### config.mk
export PLATFORM = sky130hd
export DESIGN_NAME = rom_loader
export DESIGN_NICKNAME = d
export VERILOG_FILES = /design/src/rtl/arcade_pkg.sv /design/src/rtl/rom_loader.sv
export VERILOG_INCLUDE_DIRS = /design/src /design/src/rtl
export SDC_FILE = /design/constraint.sdc
export NUM_CORES = 1
export LEC_CHECK = 0
export ABC_AREA = 1
export BUFFER_PORTS_ARGS = -buffer_cell sky130_fd_sc_hd__buf_2
export CAP_MARGIN = 20
export CORE_UTILIZATION = 36
export CTS_BUF_LIST = sky130_fd_sc_hd__clkbuf_16
export CTS_CLUSTER_DIAMETER = 100
export DETAILED_ROUTE_END_ITERATION = 8
export GPL_TIMING_DRIVEN = 1
export HOLD_SLACK_MARGIN = 0.05
export PLACE_DENSITY = 0.78
export SYNTH_ARGS = -nofsm -noshare
export SYNTH_HDL_FRONTEND = slang
export SYNTH_SLANG_ARGS = --single-unit
### constraint.sdc
create_clock -name clk_sys -period 0.8 [get_ports clk_sys]
set_input_delay 0 -clock clk_sys [delete_from_list [all_inputs] [get_ports clk_sys]]
set_output_delay 0 -clock clk_sys [all_outputs]
set_load 0.1 [all_outputs]
### src/rtl/arcade_defs.svh
// Widths and APB offsets shared by RTL and testbench; ROM_AW also sets the store depth
`ifndef ARCADE_DEFS_SVH
`define ARCADE_DEFS_SVH

// ==============================
// ROM store geometry
// ==============================
`define ROM_AW 15                   // Byte address width
`define ROM_DEPTH (1 << `ROM_AW)    // 32 KiB image

// ==============================
// APB option register block
// ==============================
`define APB_AW 12                   // Decoded address bits
`define APB_DW 32                   // Data bus width

`define CFG_OPT_ADDR  12'h000       // Option register, read/write
`define CFG_CMD_ADDR  12'h004       // Command, bit 0 requests a core reset
`define CFG_STAT_ADDR 12'h008       // Status, read only

`endif

### src/rtl/arcade_pkg.sv
// Shared types for the host shell; struct fields are listed MSB first
`include "arcade_defs.svh"

package arcade_pkg;

	// Download beat from the platform loader
	typedef struct packed {
		logic               wr;     // Byte strobe
		logic [`ROM_AW-1:0] addr;
		logic [7:0]         data;
	} dl_beat_t;

	// One access to the ROM store
	typedef struct packed {
		logic               valid;
		logic               write;
		logic [`ROM_AW-1:0] addr;
		logic [7:0]         wdata;
	} mem_req_t;

	typedef enum logic [1:0] {
		ARB_IDLE  = 2'd0,
		ARB_WRITE = 2'd1,   // Fetch held behind the download
		ARB_READ  = 2'd2
	} arb_state_e;

	// PS/2 set 2 make codes of the game keys
	typedef enum logic [7:0] {
		KEY_F1    = 8'h05,
		KEY_F2    = 8'h06,
		KEY_ALT   = 8'h11,
		KEY_CTRL  = 8'h14,
		KEY_SPACE = 8'h29,
		KEY_LEFT  = 8'h6B,
		KEY_DOWN  = 8'h72,
		KEY_RIGHT = 8'h74,
		KEY_UP    = 8'h75,
		KEY_ESC   = 8'h76
	} key_code_e;

	typedef struct packed {
		logic up, down, left, right;
		logic coin, start1, start2;
		logic ctrl, alt, space;
	} key_state_t;

	// Bit 0 is right, as on the platform joystick word
	typedef struct packed {
		logic bomb, fire, up, down, left, right;
	} joy_t;

	typedef struct packed {
		logic       spare;
		logic       test;
		logic       demo;
		logic       alt_game;
		logic       freeze;
		logic       units;
		logic [1:0] scanlines;
		logic       rotate;     // Bit 0
	} core_opt_t;

	typedef struct packed {
		logic up, down, left, right;
		logic fire, bomb;
		logic start1, start2, coin;
	} player_ctrl_t;

endpackage

### src/rtl/rom_loader.sv
// Download beats must not arrive faster than one per cycle; there is no back-pressure
`timescale 1ns/1ps
`include "arcade_defs.svh"

module rom_loader (
	input  logic                 clk_sys,
	input  logic                 rst_n,
	input  logic                 dl_active,
	input  arcade_pkg::dl_beat_t dl_beat,
	output arcade_pkg::mem_req_t wr_req,
	output logic                 rom_loaded
);

	logic               wr_valid;
	logic [`ROM_AW-1:0] wr_addr;
	logic [7:0]         wr_data;
	logic               dl_active_d;    // For falling edge detect

	// ==============================
	// Control
	// ==============================
	always_ff @(posedge clk_sys) begin
		if (!rst_n) begin
			wr_valid    <= 1'b0;
			dl_active_d <= 1'b0;
			rom_loaded  <= 1'b0;
		end else begin
			wr_valid    <= dl_active & dl_beat.wr;
			dl_active_d <= dl_active;
			if (dl_active_d && !dl_active) begin
				rom_loaded <= 1'b1;     // Sticky until reset
			end
		end
	end

	// Beat payload
	always_ff @(posedge clk_sys) begin
		wr_addr <= dl_beat.addr;
		wr_data <= dl_beat.data;
	end

	assign wr_req.valid = wr_valid;
	assign wr_req.write = 1'b1;         // Loader only ever writes
	assign wr_req.addr  = wr_addr;
	assign wr_req.wdata = wr_data;

endmodule

==> run_results.csv, run 1 <==
group,metric,value,unit
floorplanning,ios,53,
cts,clock-root-buffer,"clkbuf_16",
place,port_buffers,51,
yosys,synth_top_family_by_area,"buffers and inverters",
cts,ctsResizeCount,1,
yosys,syn_area_per_cell,15.21,um^2
yosys,synth_cells,38,
cts,ctsHoldBuffers,26,
status,status,"stopped before the end",
floorplanning,rows,14,
yosys,synth_warnings,0,
cts,htree_num_levels,1,
yosys,netlist_area,578.1,um^2
cts,clock-sinks,26,
place,dp_hpwl,1071,um
floorplanning,die_h,42.07,um
cts,cts_buffer_depth,2,
yosys,synthMuxAreaShare,0,%
yosys,synth_compound_gate_area_share,1.515,%
status,firstError,"[ERROR DPL-0038] Utilization greater than 100%, impossible to legalize",
cts,cts-buffers-inserted,3,
yosys,ys_seq_area_share,90.04,%
floorplanning,start_util,38.37,%
yosys,synth_adder_area_share,0,%
place,place.gp.congestion,0.6775,
yosys,syn_nets,65,
floorplanning,die_w,42.07,um
cts,cts_setup_buffers,0,
yosys,synth-seq-cells,26,
status,haltStage,"4_1_cts",
yosys,ys_types,7,
yosys,synthXorXnorAreaFrac,0,%
yosys,synth-simple-area-share,1.948,%
cell usage after synthesis:
cell	instances	area, um^2
a21oi_2	1	8.760
buf_4	2	15.01
conb_1	1	3.750
dfxtp_1	26	520.5
inv_1	5	18.77
nand2_1	2	7.510
nor2_1	1	3.750
logic make-up after synthesis:
| group | after synthesis |
|---|---|
| DFF | 26 |
| buffers and inverters | 7 |
| and+or+nand+nor | 3 |
| AOI/OAI and AO/OA | 1 |
| other | 1 |
through the flow:
stage | std cells | cell area [um^2] | hold slack, ns | worst slack (ns) | util [%]
3_5_place_dp | 103 | 1246 | 0.1036 | 0.2260 | 82.72
3_3_place_gp | 103 | 1246 | 0.1028 | 0.2376 | 82.72
2_1_floorplan | 38 | 610.6 | 0.02774 | 0.006940 | -
==> run 2: changes to the inputs <==
--- a/config.mk
+++ b/config.mk
@@ -9,13 +9,11 @@
 export ABC_AREA = 1
 export BUFFER_PORTS_ARGS = -buffer_cell sky130_fd_sc_hd__buf_2
 export CAP_MARGIN = 20
-export CORE_UTILIZATION = 36
-export CTS_BUF_LIST = sky130_fd_sc_hd__clkbuf_16
-export CTS_CLUSTER_DIAMETER = 100
+export CORE_AREA = 2 2 63 65
 export DETAILED_ROUTE_END_ITERATION = 8
+export DIE_AREA = 0 0 65 67
 export GPL_TIMING_DRIVEN = 1
-export HOLD_SLACK_MARGIN = 0.05
-export PLACE_DENSITY = 0.78
+export PLACE_DENSITY_LB_ADDON = 0.15
 export SYNTH_ARGS = -nofsm -noshare
 export SYNTH_HDL_FRONTEND = slang
 export SYNTH_SLANG_ARGS = --single-unit
==> run_results.csv, run 2 <==
group,metric,value,unit
yosys,synth_top_area_cell,"dfxtp_1",
cells_and_area,nNetsFinal,145,
yosys,synth_area_leaders,"dfxtp_1 (90%), inv_1 (3.2%), buf_4 (2.6%)",
yosys,synthArstFlopShare,0,%
floorplanning,die_h,67,um
setup_path,crit_path_end_kind,"output port",
setup_path,cpPeakStageDelay,0.36,ns
min_path,min_path_type,"primary input to flip-flop",
cts,clock-root-buffer,"clkbuf_8",
yosys,synth-main-ff-cell,"dfxtp_1",
yosys,synth_edf_count,0,
place,place.gp.congestion,0.5847,
power_and_ir_drop,sw_frac_of_total,30.78,%
global_routing,grt.total_usage,8.065,%
sta,period_share,99.14,%
global_routing,grt_antenna_before_repair,0,
power_and_ir_drop,clkPwrFrac,28.4,%
power_and_ir_drop,p_switching,1.021,mW
power_and_ir_drop,leakage,0.7332,nW
cells_and_area,fin_cells,165,
power_and_ir_drop,combPwrFrac,28.6,%
cts,clkTransAtPathRegs,0.09,ns
drt,dr.pass1.iters,2,
drt,routed-via-count,517,
setup_path,cp_num_buf_inv,1,
drt,wl,1572,um
yosys,syn_nets,65,
setup_path,crit_family,"flip-flops",
power_and_ir_drop,irDropWorstVdd,0.6958,mV
floorplanning,rows,22,
yosys,synth_warnings,0,
sta,period_minus_slack,0.7931,ns
drt,drtIter0Drc,4,
yosys,yosys.cell_count.top_type,"dfxtp_1",
cts,cts_tree,"yes",
yosys,ys_types,7,
yosys,yosysTopAreaCellShare,90.04,%
floorplanning,die_w,65,um
setup_path,cp_data_required_time,0.80,ns
cts,clk_latency,0.26,ns
power_and_ir_drop,finalPower,3.318,mW
place,pre_cts_ws,0.2327,ns
sta,setup_viol,0,
cells_and_area,fillCellCount,332,
job,cap_violations,0,
cells_and_area,final_cell_mix,"dlygate4sd3_1 (26), buf_2 (26), buf_12 (25), dfxtp_2 (24), inv_1 (5)",
place,port_buffers,51,
sta,rsz0062_at_grt,"true",
setup_path,cp_max_fo,2,
yosys,netlist_area,578.1,um^2
floorplanning,core,3606,um^2
power_and_ir_drop,powerDensity,2056,nW/um^2
setup_path,crit_path_start_kind,"flip-flop",
drt,wl_per_cell,9.527,um
cts,clock-sinks,26,
global_routing,grt_pass1_vias,555,
place,place_area,1286,um^2
cells_and_area,finish.instance_area,1614,um^2
setup_path,critPathSlowestCell,"dfxtp_4",
cts,cts-buffers-inserted,3,
place,dpl.cell_count,135,
yosys,synth_cells,38,
global_routing,overflow,0,
yosys,synth-seq-cells,26,
drt,antenna_left,0,
sta,hold_slack,0.3621,ns
cells_and_area,regMostFlops,"wr_addr",
cells_and_area,post_route_cells_drive_above_1_share,69.23,%
cts,cts_buffer_depth,2,
global_routing,grt_first_pass_wirelength,2559,um
drt,drcViolationCount,0,
sta,final.setup.tns,0,ns
yosys,synth_common_cells,"dfxtp_1 (26), inv_1 (5), buf_4 (2), nand2_1 (2)",
power_and_ir_drop,p_seq_share,43.1,%
sta,fin_ws,0.006892,ns
floorplanning,start_util,16.03,%
cells_and_area,regArea,554.3,um^2
cells_and_area,antennaDiodeCount,0,
cells_and_area,area_growth,179.2,%
cells_and_area,largest_reg_flops,15,
status,status,"complete, no violations",
yosys,ys_seq_area_share,90.04,%
sta,hold_viol,0,
sta,drv_slew,0,
drt,detail_route.vias_per_cell,3.133,
cells_and_area,multi_input_area,23.77,um^2
setup_path,crit_chain,"buf_12",
global_routing,grt_max_degree,16,
cts,htree_num_levels,1,
setup_path,cp.arrival,0.79,ns
cells_and_area,reg_top3,"wr_addr x15, wr_data x8",
floorplanning,die_area,4355,um^2
setup_path,path_class,"flip-flop to output port",
sta,fin_worst_skew,0.00004940,ns
sta,clock.fmax,1261,MHz
power_and_ir_drop,p_int,2.297,mW
cells_and_area,final_core_util,44.76,%
floorplanning,ios,53,
yosys,syn_area_per_cell,15.21,um^2
-- run 2: logic make-up (layout without fill, tap and decap cells) --
logic type	after synthesis	in the layout	share of synthesized area, %
flip-flops	26	26	90.04
buffers and inverters	7	86	5.844
AND/OR/NAND/NOR	3	3	1.948
other	1	1	0.6487
AO/OA/AOI/OAI	1	1	1.515
-- run 2: timing repair --
| action | in CTS | in global routing |
|---|---|---|
| gates resized for setup | 1 | 0 |
| endpoints found under the hold margin | 26 | 0 |
| endpoints found under the setup margin | 15 | 25 |
| hold buffers | 26 | 0 |
| setup buffers | 0 | 0 |
-- run 2: path summary, 6_finish.rpt --
| path | endpoint | slack, ns | depth (start not counted) | start |
|---|---|---|---|---|
| max | rom_loaded | 0.007 | 1 | rom_loaded |
| min | wr_addr[9] | 0.36 | 2 | dl_beat[17] |
| max reg2reg | rom_loaded | 0.22 | 2 | rom_loaded |
| min reg2reg | rom_loaded | 0.45 | 2 | dl_active_d |
-- run 2: layout make-up --
| type | instances | area share [%] |
|---|---|---|
| clock buffers | 4 | 4.109 |
| well taps | 48 | 3.721 |
| multi-input cells | 5 | 1.473 |
| inverters | 5 | 1.163 |
| repair buffers | 77 | 55.19 |
| flip-flops and latches | 26 | 34.34 |
-- run 2: power by group through the flow --
| stage | registers [mW] | logic [mW] | clock network, mW |
|---|---|---|---|
| after floorplan | 1.90 | 0.0522 | 0 |
| after global placement | 1.46 | 0.851 | 0 |
| after detailed placement | 1.46 | 0.855 | 0 |
| after CTS | 1.43 | 0.953 | 1.00 |
| after global routing | 1.44 | 0.974 | 1.05 |
| final | 1.43 | 0.948 | 0.941 |
-- run 2: metal layers --
metal	track usage (%)	vias to the layer above	routed length [um]
met1	7.803	228	578
met3	0.5068	2	70
met2	15.72	24	889
met4	6.383	0	34
li1	-	263	-
met5	0	-	0
Note: power is estimated with default switching activity, not from simulation.
