**config.mk**
```make
export PLATFORM = sky130hd
export DESIGN_NAME = control_mapper
export DESIGN_NICKNAME = d
export VERILOG_FILES = /design/src/rtl/arcade_pkg.sv /design/src/rtl/control_mapper.sv
export VERILOG_INCLUDE_DIRS = /design/src /design/src/rtl
export SDC_FILE = /design/constraint.sdc
export NUM_CORES = 1
export LEC_CHECK = 0
export BUFFER_PORTS_ARGS = -buffer_cell sky130_fd_sc_hd__clkbuf_2
export CORE_AREA = 4 4 41 43
export DETAILED_ROUTE_END_ITERATION = 10
export DIE_AREA = 0 0 45 47
export GPL_TIMING_DRIVEN = 0
export SLEW_MARGIN = 20
export SYNTH_ARGS = -nofsm -noshare
export SYNTH_HDL_FRONTEND = slang
export SYNTH_SLANG_ARGS = --single-unit
export TNS_END_PERCENT = 5
```
**constraint.sdc**
```tcl
create_clock -name clk_sys -period 0.85 [get_ports clk_sys]
set_clock_uncertainty 0.2 [all_clocks]
set_input_delay 0.0425 -clock clk_sys [delete_from_list [all_inputs] [get_ports clk_sys]]
set_output_delay 0.0425 -clock clk_sys [all_outputs]
set_load 0.01 [all_outputs]
```
**src/rtl/arcade_defs.svh**
```systemverilog
// Widths and APB offsets shared by RTL and testbench; ROM_AW also sets the store depth
`ifndef ARCADE_DEFS_SVH
`define ARCADE_DEFS_SVH

// ==============================
// ROM store geometry
// ==============================
`define ROM_AW 15                   // Byte address width
`define ROM_DEPTH (1 << `ROM_AW)    // 32 KiB image

// ==============================
// APB option register block
// ==============================
`define APB_AW 12                   // Decoded address bits
`define APB_DW 32                   // Data bus width

`define CFG_OPT_ADDR  12'h000       // Option register, read/write
`define CFG_CMD_ADDR  12'h004       // Command, bit 0 requests a core reset
`define CFG_STAT_ADDR 12'h008       // Status, read only

`endif

```
**src/rtl/arcade_pkg.sv**
```systemverilog
// Shared types for the host shell; struct fields are listed MSB first
`include "arcade_defs.svh"

package arcade_pkg;

	// Download beat from the platform loader
	typedef struct packed {
		logic               wr;     // Byte strobe
		logic [`ROM_AW-1:0] addr;
		logic [7:0]         data;
	} dl_beat_t;

	// One access to the ROM store
	typedef struct packed {
		logic               valid;
		logic               write;
		logic [`ROM_AW-1:0] addr;
		logic [7:0]         wdata;
	} mem_req_t;

	typedef enum logic [1:0] {
		ARB_IDLE  = 2'd0,
		ARB_WRITE = 2'd1,   // Fetch held behind the download
		ARB_READ  = 2'd2
	} arb_state_e;

	// PS/2 set 2 make codes of the game keys
	typedef enum logic [7:0] {
		KEY_F1    = 8'h05,
		KEY_F2    = 8'h06,
		KEY_ALT   = 8'h11,
		KEY_CTRL  = 8'h14,
		KEY_SPACE = 8'h29,
		KEY_LEFT  = 8'h6B,
		KEY_DOWN  = 8'h72,
		KEY_RIGHT = 8'h74,
		KEY_UP    = 8'h75,
		KEY_ESC   = 8'h76
	} key_code_e;

	typedef struct packed {
		logic up, down, left, right;
		logic coin, start1, start2;
		logic ctrl, alt, space;
	} key_state_t;

	// Bit 0 is right, as on the platform joystick word
	typedef struct packed {
		logic bomb, fire, up, down, left, right;
	} joy_t;

	typedef struct packed {
		logic       spare;
		logic       test;
		logic       demo;
		logic       alt_game;
		logic       freeze;
		logic       units;
		logic [1:0] scanlines;
		logic       rotate;     // Bit 0
	} core_opt_t;

	typedef struct packed {
		logic up, down, left, right;
		logic fire, bomb;
		logic start1, start2, coin;
	} player_ctrl_t;

endpackage

```
**src/rtl/control_mapper.sv**
```systemverilog
// Both joysticks drive player one; rotate=0 turns the directions for a vertical screen
`timescale 1ns/1ps

module control_mapper (
	input  logic                     clk_sys,
	input  logic                     rst_n,
	input  arcade_pkg::key_state_t   keys,
	input  arcade_pkg::core_opt_t    opts,
	input  arcade_pkg::joy_t         joy0,
	input  arcade_pkg::joy_t         joy1,
	output arcade_pkg::player_ctrl_t ctrl
);

	import arcade_pkg::*;

	joy_t         joy;
	player_ctrl_t ctrl_next;
	logic         up, down, left, right;

	assign joy = joy0 | joy1;

	// Straight directions before rotation
	assign up    = keys.up    | joy.up;
	assign down  = keys.down  | joy.down;
	assign left  = keys.left  | joy.left;
	assign right = keys.right | joy.right;

	always_comb begin
		if (opts.rotate) begin
			ctrl_next.up    = up;
			ctrl_next.down  = down;
			ctrl_next.left  = left;
			ctrl_next.right = right;
		end else begin
			ctrl_next.up    = left;     // Quarter turn
			ctrl_next.down  = right;
			ctrl_next.left  = down;
			ctrl_next.right = up;
		end
		ctrl_next.fire   = keys.space | joy.fire;
		ctrl_next.bomb   = keys.alt | joy.bomb;
		ctrl_next.start1 = keys.start1;
		ctrl_next.start2 = keys.start2;
		ctrl_next.coin   = keys.coin;
	end

	always_ff @(posedge clk_sys) begin
		if (!rst_n) begin
			ctrl <= '0;
		end else begin
			ctrl <= ctrl_next;
		end
	end

endmodule

```
==> results.json, run 1 <==
{
  "vias": 355,
  "postCtsHoldBufs": 2,
  "synth_area_leaders": "dfxtp_1, nor3_1, a211oi_1, nor4_2, and2_1",
  "initial_core_util": 0.245,
  "route.detailed.drc": 0,
  "yosysTopAreaCellShare": 0.565,
  "cp-start-kind": "flip-flop",
  "setup_violations": 10,
  "place_congestion": 0.609,
  "post_synth_most_frequent_cells": "dfxtp_1, nor3_1, a211oi_1",
  "clock_tree.root_cell": "clkbuf_4",
  "relSlewSlack": 0.846,
  "swShare": 0.225,
  "grt_setup_unrepaired": "true",
  "synth-seq-cells": 9,
  "worstPathCellList": "buf_2",
  "period_needed_ps": 915,
  "path_buf_inv": 1,
  "worst_pin_slew_ps": 229,
  "ys_warn_count": 0,
  "clockBufferDepth": 2,
  "antenna_left": 0,
  "ios": 42,
  "finalCritPeriodShare": 1.08,
  "ys_seq_area_frac": 0.565,
  "die_h_um": 47,
  "holdCritPathClass": "in2reg",
  "ys.flop_type": "dfxtp_1",
  "peakVddDrop_mv": 0.468,
  "synthArstFlopShare": 0,
  "cts_tree": "yes",
  "core_um2": 1300,
  "nNetsFinal": 101,
  "fmax_mhz": 1090,
  "arrival_ps": 670,
  "hold_viol": 9,
  "power_mw": 0.915,
  "hp-start": "keys[3]",
  "grt.overflow.total": 0,
  "n_fill_cell": 141,
  "critPathRequiredTime_ps": 610,
  "cp_max_fo": 1,
  "syn_avg_cell_area_um2": 10.6,
  "crit_path_end_kind": "primary output",
  "layout_setup_ws_ps": -64.6,
  "antenna_cells": 0,
  "place_area_um2": 493,
  "drt_pass1_iterations": 1,
  "antenna_found_initial": 0,
  "post_cts_buffers": 0,
  "largestRegisters": "ctrl: 9 flops",
  "yosysUniqueCellTypes": 9,
  "min_to": "ctrl[1]",
  "worst_path_max_delay_cell": "dfxtp_1",
  "power.net_switching_mw": 0.206,
  "synth_top_cell_by_area": "dfxtp_1",
  "slew_viol_final": 0,
  "intPower_mw": 0.709,
  "synth_edf_count": 0,
  "outcome": "complete, but fails checks",
  "min_path_cells": 2,
  "wl_um": 755,
  "grt_pass1_vias": 329,
  "syn_to_final_growth_pct": 67.5,
  "portBuffers": 31,
  "synth.most_common_cell": "dfxtp_1",
  "synth_area_um2": 319,
  "grt_pass1_wl_um": 1150,
  "hold_ws_ps": -204,
  "grt_max_degree": 9,
  "path_class": "reg2out",
  "drive_gt1_frac": 0.567,
  "die_w_um": 45,
  "max_stage_delay_ps": 300,
  "violations": "hold timing, setup timing",
  "syn_inst": 30,
  "wl_per_cell_um": 9.21,
  "postLayoutCellArea_um2": 534,
  "p_comb_frac": 0.160,
  "cts_max_level": 1,
  "maxCapViolations": 0,
  "track_usage": 0.0775,
  "clock_sinks": 9,
  "die-area_um2": 2120,
  "largest_reg_flops": 9,
  "fp-row-count": 13,
  "leakage_nw": 0.267,
  "syn_nets": 63,
  "critPathLaunch": "ctrl[8]",
  "p_clk_frac": 0.344,
  "cp_top_family": "flip-flops",
  "clkSlewWorstSetupHoldPaths_ps": 60,
  "cts-buffers-inserted": 3,
  "max_flop_register": "ctrl",
  "avgViaCountPerCell": 4.33,
  "p_seq_frac": 0.496,
  "p_per_area_nw_per_um2": 1710,
  "dr.first_iter.drc_count": 0
}
[final cells by class]
type | count | area [µm²] | share of cell area
flip-flops and latches | 9 | 180 | 0.337
repair buffers | 33 | 170 | 0.319
multi-input cells | 19 | 124 | 0.232
clock buffers | 4 | 26.3 | 0.0492
well taps | 15 | 18.8 | 0.0351
plain buffers | 1 | 11.3 | 0.0211
inverters | 1 | 3.75 | 0.00703
[power groups by stage]
| stage | Clock (mW) | Combinational (mW) | Sequential, mW |
|---|---|---|---|
| 4_1_cts | 0.334 | 0.150 | 0.455 |
| 3_3_place_gp | 0 | 0.141 | 0.464 |
| 5_1_grt | 0.360 | 0.162 | 0.456 |
| 6_report | 0.315 | 0.146 | 0.454 |
| 2_1_floorplan | 0 | 0.0366 | 0.480 |
| 3_5_place_dp | 0 | 0.142 | 0.465 |
[worst max path at each step]
stage | slack (ps) | cells after the start | end
2_1_floorplan | 60 | 3 | ctrl[5]
3_3_place_gp | 10 | 3 | ctrl[6]
3_5_place_dp | 20 | 3 | ctrl[8]
4_1_cts | -90 | 1 | ctrl[8]
5_1_grt | -110 | 1 | ctrl[4]
6_report | -60 | 1 | ctrl[8]
[timing repair]
action,4_1_cts,5_1_grt
endpoints found under the hold margin,9,9
resized for setup,0,10
endpoints found under the setup margin,9,10
cloned,0,0
[layer usage]
metal	share of wire	GRT usage
met5	0	0
met4	0	0.0526
met3	0.12	0.0345
met2	0.51	0.127
met1	0.36	0.0797
[per-stage QoR]
step / std cells / worst slack (ps) / utilization / setup TNS (ps) / hold WS, ps
detailed placement: 76 / 18.1 / 0.379 / 0 / 52.2
global placement: 76 / 11.4 / 0.379 / 0 / 47.8
global route: 82 / -106 / 0.411 / -870 / -204
CTS: 82 / -85.7 / 0.414 / -735 / -212
floorplan: 30 / 63.8 / - / 0 / -38.0
finish: 82 / -64.6 / 0.411 / -545 / -204
[cells in the final DEF (no fill, tap or decap)]
cell type	synthesis	layout
nor3_1	6	6
and2_1	3	3
buf_2	0	9
nor4_2	2	2
nor2_1	2	2
a211oi_1	4	4
clkbuf_1	0	1
nor4_1	2	2
clkbuf_4	0	3
dfxtp_1	9	9
clkbuf_2	0	23
buf_6	1	1
dlygate4sd3_1	0	1
inv_1	1	1
[cell families (layout without fill, tap and decap cells)]
group	after synthesis	count (layout)	share of synthesized area
flip-flops	9	9	0.565
buffers and inverters	2	39	0.0470
AND/OR/NAND/NOR	15	15	0.294
AO/OA/AOI/OAI	4	4	0.0941
Power figures use the tool's default switching activity.
==> run 2, diff against run 1 <==
- clock period: 0.85 -> 1.06 ns (I/O delays scaled with it)
==> run 2 against run 1 <==
Effect of this change:
- the flow finishes with violations (hold timing)
- critical endpoint is now ctrl[8]
- sequential share of layout area shrank 5.8 points
- final area grew 21%
- first-iteration DRC count is the same
- core utilization grew 8.5 points
- highest routed layer unchanged
- largest power group unchanged
==> results.json, run 2 (synthesis gave the netlist of run 1 again) <==
{
  "dr.first_iter.drc_count": 0,
  "nNetsFinal": 110,
  "drive_gt1_frac": 0.539,
  "wl_um": 900,
  "p_per_area_nw_per_um2": 1190,
  "power_mw": 0.770,
  "cts-buffers-inserted": 3,
  "hold_viol": 4,
  "clockBufferDepth": 2,
  "core_um2": 1300,
  "period_needed_ps": 1020,
  "grt_pass1_wl_um": 1320,
  "outcome": "complete, but fails checks",
  "max_flop_register": "ctrl",
  "p_comb_frac": 0.196,
  "largest_reg_flops": 9,
  "route.detailed.drc": 0,
  "max_stage_delay_ps": 630,
  "setup_violations": 0,
  "die_h_um": 47,
  "postLayoutCellArea_um2": 644,
  "worst_path_max_delay_cell": "dlygate4sd3_1",
  "drt_pass1_iterations": 1,
  "die-area_um2": 2120,
  "vias": 388,
  "grt_pass1_vias": 359,
  "ios": 42,
  "p_seq_frac": 0.474,
  "hold_ws_ps": -53.3,
  "clkSlewWorstSetupHoldPaths_ps": 60,
  "slew_viol_final": 0,
  "swShare": 0.229,
  "maxCapViolations": 0,
  "path_buf_inv": 2,
  "cp_max_fo": 5,
  "cp_top_family": "buffers and inverters",
  "grt.busiest_layer": "met2",
  "met2_usage": 0.164,
  "critPathRequiredTime_ps": 1030,
  "fmax_mhz": 978,
  "use_met1": 0.0866,
  "antenna_cells": 0,
  "arrival_ps": 990,
  "initial_core_util": 0.245,
  "track_usage": 0.0901,
  "finalCritPeriodShare": 0.965,
  "fp-row-count": 13,
  "final_common_cell": "clkbuf_2",
  "crit_path_end_kind": "flip-flop",
  "clock_sinks": 9,
  "peakVddDrop_mv": 0.388,
  "cts_tree": "yes",
  "gr-usage-met3": 0.0345,
  "leakage_nw": 0.306,
  "grt_setup_unrepaired": "false",
  "relSlewSlack": 0.799,
  "antenna_left": 0,
  "place_area_um2": 493,
  "die_w_um": 45,
  "wl_per_cell_um": 9.89,
  "avgViaCountPerCell": 4.26,
  "power.net_switching_mw": 0.176,
  "final.setup.tns_ps": 0,
  "cts_max_level": 1,
  "place_congestion": 0.609,
  "largestRegisters": "ctrl: 9 flops",
  "worst_pin_slew_ps": 298,
  "path_class": "in2reg",
  "worstPathCellList": "buf_6, dlygate4sd3_1, a211oi_1",
  "syn_to_final_growth_pct": 102,
  "antenna_found_initial": 0,
  "clock_tree.root_cell": "clkbuf_4",
  "holdCritPathClass": "in2reg",
  "grt.overflow.total": 0,
  "portBuffers": 31,
  "cp-start-kind": "input pin",
  "p_clk_frac": 0.330,
  "final_cell_mix": "clkbuf_2, dlygate4sd3_1, dfxtp_1",
  "violations": "hold timing",
  "grt_max_degree": 9,
  "intPower_mw": 0.594
}
## run 2: cell types whose count changed in the layout (fill, tap and decap cells not counted), sizes merged
cell / previous run / this run
clkbuf: 27 / 35
buf: 10 / 1
dlygate4sd3: 1 / 11
## run 2: metrics by stage
step	worst slack [ps]	hold WS (ps)	util	std cells
floorplan	263	-27.5	-	30
global placement	211	58.3	0.379	76
detailed placement	218	62.7	0.379	76
CTS	29.9	-187	0.476	90
global route	6.69	-32.8	0.495	91
finish	37.3	-53.3	0.495	91
## run 2: layout make-up
type | instances | area, µm²
clock buffer | 4 | 26.3
fill | 136 | 657
timing repair buffer | 42 | 265
tap | 15 | 18.8
sequential | 9 | 180
multi-input combinational | 19 | 139
buffer | 1 | 11.3
inverter | 1 | 3.75
## run 2: power groups by stage
| stage | logic (mW) | registers [mW] | clock network [mW] |
|---|---|---|---|
| finish | 0.151 | 0.365 | 0.254 |
| global route | 0.165 | 0.367 | 0.289 |
| CTS | 0.144 | 0.365 | 0.268 |
| detailed placement | 0.114 | 0.373 | 0 |
| global placement | 0.113 | 0.372 | 0 |
| floorplan | 0.0294 | 0.385 | 0 |
## run 2: tightest hold or removal path: stages
cell and delay, ps:
clkbuf_2 90, nor4_1 40, a211oi_2 170
## run 2: timing repair
action	in CTS	in global routing
endpoints found under the hold margin	9	4
buffers inserted	0	0
hold buffers	10	1
setup endpoints to repair	0	6
gates resized for setup	0	4
## run 2: path summary, 6_finish.rpt
kind / from / endpoint / cells after the start
max: opts[0] / ctrl[8] / 3
min: keys[6] / ctrl[7] / 3
## run 2: per-layer routing
layer  vias up  wire, µm
li1        202         -
met1       167       317
met2        19       493
met3         0        89
met4         0         0
met5         -         0
