$ cat src/rtl/arcade_defs.svh
// Widths and APB offsets shared by RTL and testbench; ROM_AW also sets the store depth
`ifndef ARCADE_DEFS_SVH
`define ARCADE_DEFS_SVH

// ==============================
// ROM store geometry
// ==============================
`define ROM_AW 15                   // Byte address width
`define ROM_DEPTH (1 << `ROM_AW)    // 32 KiB image

// ==============================
// APB option register block
// ==============================
`define APB_AW 12                   // Decoded address bits
`define APB_DW 32                   // Data bus width

`define CFG_OPT_ADDR  12'h000       // Option register, read/write
`define CFG_CMD_ADDR  12'h004       // Command, bit 0 requests a core reset
`define CFG_STAT_ADDR 12'h008       // Status, read only

`endif

$ cat src/rtl/arcade_pkg.sv
// Shared types for the host shell; struct fields are listed MSB first
`include "arcade_defs.svh"

package arcade_pkg;

	// Download beat from the platform loader
	typedef struct packed {
		logic               wr;     // Byte strobe
		logic [`ROM_AW-1:0] addr;
		logic [7:0]         data;
	} dl_beat_t;

	// One access to the ROM store
	typedef struct packed {
		logic               valid;
		logic               write;
		logic [`ROM_AW-1:0] addr;
		logic [7:0]         wdata;
	} mem_req_t;

	typedef enum logic [1:0] {
		ARB_IDLE  = 2'd0,
		ARB_WRITE = 2'd1,   // Fetch held behind the download
		ARB_READ  = 2'd2
	} arb_state_e;

	// PS/2 set 2 make codes of the game keys
	typedef enum logic [7:0] {
		KEY_F1    = 8'h05,
		KEY_F2    = 8'h06,
		KEY_ALT   = 8'h11,
		KEY_CTRL  = 8'h14,
		KEY_SPACE = 8'h29,
		KEY_LEFT  = 8'h6B,
		KEY_DOWN  = 8'h72,
		KEY_RIGHT = 8'h74,
		KEY_UP    = 8'h75,
		KEY_ESC   = 8'h76
	} key_code_e;

	typedef struct packed {
		logic up, down, left, right;
		logic coin, start1, start2;
		logic ctrl, alt, space;
	} key_state_t;

	// Bit 0 is right, as on the platform joystick word
	typedef struct packed {
		logic bomb, fire, up, down, left, right;
	} joy_t;

	typedef struct packed {
		logic       spare;
		logic       test;
		logic       demo;
		logic       alt_game;
		logic       freeze;
		logic       units;
		logic [1:0] scanlines;
		logic       rotate;     // Bit 0
	} core_opt_t;

	typedef struct packed {
		logic up, down, left, right;
		logic fire, bomb;
		logic start1, start2, coin;
	} player_ctrl_t;

endpackage

$ cat src/rtl/rom_arbiter.sv
// One fetch outstanding at a time; rom_rd must be held until rom_valid, downloads always win
`timescale 1ns/1ps
`include "arcade_defs.svh"

module rom_arbiter (
	input  logic                 clk_sys,
	input  logic                 rst_n,
	input  logic                 dl_active,
	input  arcade_pkg::mem_req_t wr_req,
	input  logic                 rom_rd,
	input  logic [`ROM_AW-1:0]   rom_addr,
	output arcade_pkg::mem_req_t mem_req,
	input  logic [7:0]           mem_rdata,
	output logic [7:0]           rom_data,
	output logic                 rom_valid
);

	import arcade_pkg::*;

	arb_state_e         state;
	logic [`ROM_AW-1:0] fetch_addr;
	logic               rd_pend;    // Read sent, data due from the store
	logic               store_busy;
	logic               rd_issue;

	assign store_busy = dl_active | wr_req.valid;
	assign rd_issue   = (state == ARB_READ) && !rd_pend && !store_busy;

	// ==============================
	// Store request mux
	// ==============================
	always_comb begin
		if (wr_req.valid) begin
			mem_req = wr_req;
		end else begin
			mem_req.valid = rd_issue;
			mem_req.write = 1'b0;
			mem_req.addr  = fetch_addr;
			mem_req.wdata = '0;
		end
	end

	// ==============================
	// Fetch FSM
	// ==============================
	always_ff @(posedge clk_sys) begin
		if (!rst_n) begin
			state     <= ARB_IDLE;
			rd_pend   <= 1'b0;
			rom_valid <= 1'b0;
		end else begin
			rom_valid <= 1'b0;
			case (state)
				ARB_IDLE: begin
					// Skip the cycle where the last fetch is still being answered
					if (rom_rd && !rom_valid) begin
						state <= store_busy ? ARB_WRITE : ARB_READ;
					end
				end
				ARB_WRITE: begin
					if (!store_busy) begin
						state <= ARB_READ;
					end
				end
				ARB_READ: begin
					if (rd_pend) begin
						rd_pend   <= 1'b0;
						rom_valid <= 1'b1;
						state     <= ARB_IDLE;
					end else if (rd_issue) begin
						rd_pend <= 1'b1;
					end
				end
				default: state <= ARB_IDLE;
			endcase
		end
	end

	// Fetch address and returned byte
	always_ff @(posedge clk_sys) begin
		if (state == ARB_IDLE && rom_rd) begin
			fetch_addr <= rom_addr;
		end
		if (state == ARB_READ && rd_pend) begin
			rom_data <= mem_rdata;
		end
	end

endmodule

$ cat config.mk
export PLATFORM = sky130hd
export DESIGN_NAME = rom_arbiter
export DESIGN_NICKNAME = d
export VERILOG_FILES = /design/src/rtl/arcade_pkg.sv /design/src/rtl/rom_arbiter.sv
export VERILOG_INCLUDE_DIRS = /design/src /design/src/rtl
export SDC_FILE = /design/constraint.sdc
export NUM_CORES = 1
export LEC_CHECK = 0
export BUFFER_PORTS_ARGS = -buffer_cell sky130_fd_sc_hd__buf_2
export CORE_MARGIN = 2
export CORE_UTILIZATION = 35
export CTS_CLUSTER_SIZE = 20
export DETAILED_ROUTE_END_ITERATION = 10
export GPL_ROUTABILITY_DRIVEN = 0
export PLACE_DENSITY = 0.75
export SYNTH_ARGS = -nofsm -noshare
export SYNTH_HDL_FRONTEND = slang
export SYNTH_SLANG_ARGS = --single-unit
$ cat constraint.sdc
create_clock -name clk_sys -period 1.5 [get_ports clk_sys]
set_clock_uncertainty 0.15 [all_clocks]
set_input_delay 0.3 -clock clk_sys [delete_from_list [all_inputs] [get_ports clk_sys]]
set_output_delay 0.3 -clock clk_sys [all_outputs]
set_load 0.1 [all_outputs]
==> metrics.txt, run 1 <==
setup slack after layout=-164 ps; cell area after layout=0.00238 sq mm; DRT antenna net count=0; commonest non-fill, non-tap cell in the layout=buf_2; nets=238; maximum VDD drop=454 uV; die area=0.00370 sq mm; CTS Sinks=27; area leader, netlist=edfxtp_1; fmax=601 MHz; most frequent cells in the layout=50 x buf_2, 24 x buf_12, 23 x edfxtp_1, 23 x dlygate4sd3_1, 12 x mux2_4; Least-Margin Pin Slew=384 ps; clock transition at the registers of the reported paths=160 ps; Clk pwr share=0.161; via count=1040; Synth Area per Inst=15.9 sq um; Hold Fails Final Rpt=0; CTS tree=yes; Area Overhead vs Synth=111%; fin util=0.781; Worst Path Required=1050 ps; CP Cell Sequence=mux2_4, buf_12; Final HPWL DP=2.42 mm; Max Cap Viol=0; core area=0.00305 sq mm; sw power=732 uW; Min Clock Period, post-route=1660 ps; share of layout cells above drive strength 1=0.681; largest net degree at the start of global routing=18; Place WS=-145 ps; GR Overflow Total=0; max-slew violations=0; post-synth top area share=0.611; WS Path Type=flip-flop to output port; initial antenna violation count=0; status=finished, violations left; crit-path max cell delay=420 ps; Syn. warnings=0; DRC=0; Std-Cell Rows=20; Inserted Diodes=0; CP endpoint kind=output port; Syn Nets=123; vias in the first global route=1159; switch share=0.358; final std cells w/o fill=229; final WL=3.35 mm; Die H=60.8 um; Vias per Instance=4.54; Slew HR=0.737; Clock Path Buffers=2; die span in x=60.8 um; Synth cell types=20; Initial Util=0.370; top cells by area, synth=edfxtp_1 61%, mux2_2 15%, dfxtp_1 7.1%; CP Launch Type=flip-flop; first-pass GRT wire length=4.79 mm; Comb power frac=0.415; Pint=1.32 mW; Pwr Total=2.05 mW; RSZ-0062 raised after global routing=yes; Placement Cell Area=0.00200 sq mm; Yosys reg bits=27; register share of total power=0.423; total CTS buffers=3; failing checks=negative setup slack; register area share after synthesis=0.681; P_leak=1.06 nW; DRT iter0 DRCs=26; Total GRT Usage=0.181; placed cells=200; min-delay worst type=input port to flip-flop; Power Density=859 mW/mm^2; CP Max Fanout=1; post-synthesis instance area=0.00113 sq mm; drt first pass iters=2; final setup vio count=16; Synth Instances=71; I/O Buffers=85; crit share post-route=1.11; clk_lat worst skew=330 ps; CP arrival=1210 ps; slowest stage cell, crit path=edfxtp_1; H-tree depth=1; WL/cell=14.6 um; total I/O pin count=86; Root Buffer=clkbuf_4
path summary, 6_finish.rpt:
| check | cells past startpoint | slack [ps] | to | start |
|---|---|---|---|---|
| worst max-delay path | 2 | -160 | mem_req[17] | fetch_addr[9] |
| worst min-delay path | 3 | 80 | state[1] | rst_n |
| worst max register to register | 3 | 50 | rom_data[3] | state[1] |
| worst min register to register | 2 | 390 | rd_pend | rd_pend |
per-layer routing:
layer / vias to the layer above / wire length [um] / global-route usage
met5: - / 0 / 0
met1: 477 / 1080 / 0.158
met4: 0 / 87 / 0.0994
met3: 8 / 235 / 0.0299
met2: 64 / 1950 / 0.376
li1: 491 / - / -
repair_timing:
item	4_1_cts	5_1_grt
hold buffers	22	1
pin swaps	1	1
setup endpoints to repair	42	34
buffers inserted	1	1
gates resized for setup	28	8
endpoints found under the hold margin	22	1
cell type report:
cell class,count,area (sq um)
fillers,201,668
clock buffers,3,22.5
well taps,44,55.1
inverters,1,3.75
repair buffers,113,1100
multi-input cells,40,413
clock inverters,1,8.76
flip-flops and latches,27,778
synthesized netlist by cell type:
library cell and instances:
a221oi_2 1, edfxtp_1 23, nand2_1 1, a2111oi_0 1
inv_1 1, buf_2 1, or3b_1 1, nor2b_1 1
mux2_2 15, buf_6 1, or3_1 1, nor2_1 3
clkbuf_1 1, o2bb2ai_1 1, a21o_1 1, nor4bb_1 1
nand2b_1 1, and3_1 1, and2_1 11, dfxtp_1 4
metrics by stage:
stage          hold slack, ps  TNS, ps
6_report                 78.4    -1950
5_1_grt                  65.2    -2790
4_1_cts                 0.981    -2150
3_5_place_dp              328    -2480
3_3_place_gp              327    -1920
2_1_floorplan             249     -336
worst max-delay path, delay by kind of cell (launching register included):
kind	cells	cell delay (ps)
DFF	1	420
buffers and inverters	1	170
muxes	1	300
logic make-up after synthesis:
| kind of cell | count (synthesis) | share of synthesized area |
|---|---|---|
| multiplexers | 15 | 0.149 |
| AO/OA/AOI/OAI | 4 | 0.0354 |
| flip-flops | 27 | 0.681 |
| buffers and inverters | 4 | 0.0210 |
| AND/OR/NAND/NOR | 21 | 0.113 |
state kept, by name, summed over array words and instances (netlist names):
signal      cells
rd_pend         1
fetch_addr     15
rom_data        8
state           2
rom_valid       1
power by group through the flow:
| stage | clock network (mW) | logic, mW | registers, mW |
|---|---|---|---|
| 3_3_place_gp | 0 | 0.750 | 0.880 |
| 4_1_cts | 0.334 | 0.839 | 0.868 |
| 6_report | 0.330 | 0.850 | 0.867 |
| 3_5_place_dp | 0 | 0.763 | 0.884 |
| 5_1_grt | 0.368 | 0.877 | 0.871 |
| 2_1_floorplan | 0 | 0.485 | 0.881 |
Note: power is estimated with default switching activity, not from simulation.
==> inputs of run 2 (changes only) <==
ABC_AREA = 1   (was unset)
CTS_BUF_LIST = sky130_fd_sc_hd__clkbuf_8   (was unset)
PLACE_DENSITY = 0.74   (was 0.75)
==> run 2 against run 1 <==
Effect of this change: the flow still finishes with violations (negative setup slack); sequential power about the same; combinational power decreased by 5.5%; worst hold slack got worse by 23 ps; count of clock-buffer cells in the layout unchanged; die area increased by 2.6%; largest power group unchanged; area after synthesis increased by 2.8%; largest cell class unchanged.
==> metrics.txt, run 2 <==
CTS Sinks=27; DRT iter0 DRCs=34; worst reg2reg path depth=5; Pint=1.32 mW; post-synth top area share=0.594; Initial Util=0.375; drt first pass iters=4; asr flop ratio synth=0; final std cells w/o fill=256; Top reg by flops=fetch_addr; max-slew violations=0; setup slack after layout=-8.46 ps; core area=0.00310 sq mm; Vias per Instance=4.28; CTS tree=yes; CP arrival=1060 ps; I/O Buffers=85; Synth Instances=117; Max Cap Viol=0; placed cells=248; sw power=731 uW; max FFs per register=15; vias in the first global route=1156; CP delay by family, top=flip-flops; share of layout cells above drive strength 1=0.642; final setup vio count=1; commonest non-fill, non-tap cell in the layout=buf_2; Total Neg Setup Slack=-8.46 ps; Root Buffer=clkbuf_8; post-synthesis instance area=0.00116 sq mm; Clock Path Buffers=2; top cells by area, synth=edfxtp_1 59%, nand2_1 19%, dfxtp_1 6.9%; count leader, synth=nand2_1; Area Overhead vs Synth=100%; Comb power frac=0.391; Clk pwr share=0.188; worst path bufs/invs=1; crit-path max cell delay=340 ps; final WL=3.12 mm; Std-Cell Rows=20; min-delay worst type=input port to flip-flop; Synth cell types=15; Min Hold Slack=55.3 ps; WL/cell=12.2 um; DRC=0; Yosys reg bits=27; die span in x=61.6 um; total I/O pin count=86; status=finished, violations left; Worst Path Required=1050 ps; largest net degree at the start of global routing=23; CP Cell Sequence=nor2_4, nand3_2, nand2_2, buf_12; register area share after synthesis=0.663; Final HPWL DP=2.59 mm; Die H=61.6 um; Inserted Diodes=0; CP Max Fanout=2; nets=265; via count=1095; register share of total power=0.422; initial antenna violation count=0; slowest stage cell, crit path=dfxtp_2; failing checks=negative setup slack; fmax=663 MHz; Post-synth top cells=58 x nand2_1, 23 x edfxtp_1, 14 x inv_1; total CTS buffers=3; WS Path Type=flip-flop to output port; CTS Hold Bufs=0; clk_lat worst skew=260 ps; crit share post-route=1.01; biggest regs=fetch_addr: 15 flops, rom_data: 8 flops, state: 2 flops; H-tree depth=1; maximum VDD drop=636 uV; area leader, netlist=edfxtp_1; clock transition at the registers of the reported paths=80 ps; CP Launch Type=flip-flop; GR Overflow Total=0; Hold Fails Final Rpt=0; Slew HR=0.672; Syn. warnings=0; CP endpoint kind=output port; hold path depth=1; CP Depth=4; Synth Flop Type=edfxtp_1; most frequent cells in the layout=52 x buf_2, 40 x nand2_1, 33 x buf_12, 23 x edfxtp_1, 18 x nand2_2; DRT antenna net count=0; die area=0.00380 sq mm; Placement Cell Area=0.00223 sq mm; Total GRT Usage=0.173; first-pass GRT wire length=4.66 mm; Syn Nets=169; P_leak=1.04 nW; Power Density=884 mW/mm^2; switch share=0.355; Min Clock Period, post-route=1510 ps; EDFF count, synth=23; Synth Area per Inst=9.93 sq um; Least-Margin Pin Slew=495 ps; RSZ-0062 raised after global routing=yes; cell area after layout=0.00233 sq mm
run 2: changes by cell type in the layout (fill, tap and decap cells not counted), moves of 6 or more:
| cell | before | now |
|---|---|---|
| and2_4 | 7 | 0 |
| buf_12 | 24 | 33 |
| buf_6 | 6 | 0 |
| clkinvlp_4 | 0 | 9 |
| dlygate4sd3_1 | 23 | 0 |
| mux2_4 | 12 | 0 |
| nand2_1 | 1 | 40 |
| nand2_2 | 0 | 18 |
run 2: timing repair:
action / in CTS / in global routing
gates resized for setup: 7 / 0
setup endpoints to repair: 2 / 1
setup buffers: 3 / 1
run 2: worst paths after layout:
kind / from / endpoint / slack (ps)
hold reg to reg: state[1] / rom_valid / 410
hold / removal: mem_rdata[0] / rom_data[0] / 60
setup / recovery: rd_pend / mem_req[24] / -8
setup reg to reg: state[0] / rom_data[1] / 170
run 2: metrics by stage:
step                worst slack [ps]   util  total power [mW]
finish                         -8.46  0.750              2.06
global placement                36.7  0.720              1.67
floorplan                      -12.2      -              1.36
CTS                            -3.63  0.747              2.07
global route                   -46.3  0.750              2.13
detailed placement              1.05  0.720              1.68
run 2: final cells by class:
cell class / instances / area [sq um]
clock buffers: 3 / 41.3
flip-flops and latches: 27 / 778
multi-input cells: 71 / 359
fillers: 215 / 777
inverters: 15 / 92.6
well taps: 44 / 55.1
repair buffers: 95 / 996
clock inverters: 1 / 3.75
run 2: logic make-up (layout without fill, tap and decap cells):
kind of cell,count (synthesis),count (layout),synth area share
buf+inv,19,114,0.0829
flops,27,27,0.663
simple gates,67,67,0.230
compound gates,4,4,0.0237
run 2: routing by layer:
layer,global-route usage,share of wire,up-vias,wire [um]
li1,-,-,555,-
met3,0.0588,0.11,2,355
met1,0.151,0.35,480,1090
met2,0.346,0.53,58,1650
met4,0.0729,0.0045,0,14
met5,0,0,-,0
run 2: power groups by stage:
stage | Clock [mW] | Sequential [mW] | Combinational, mW
after CTS | 0.400 | 0.867 | 0.808
after global routing | 0.418 | 0.871 | 0.838
after detailed placement | 0 | 0.885 | 0.797
after global placement | 0 | 0.883 | 0.790
final | 0.386 | 0.867 | 0.803
after floorplan | 0 | 0.884 | 0.480
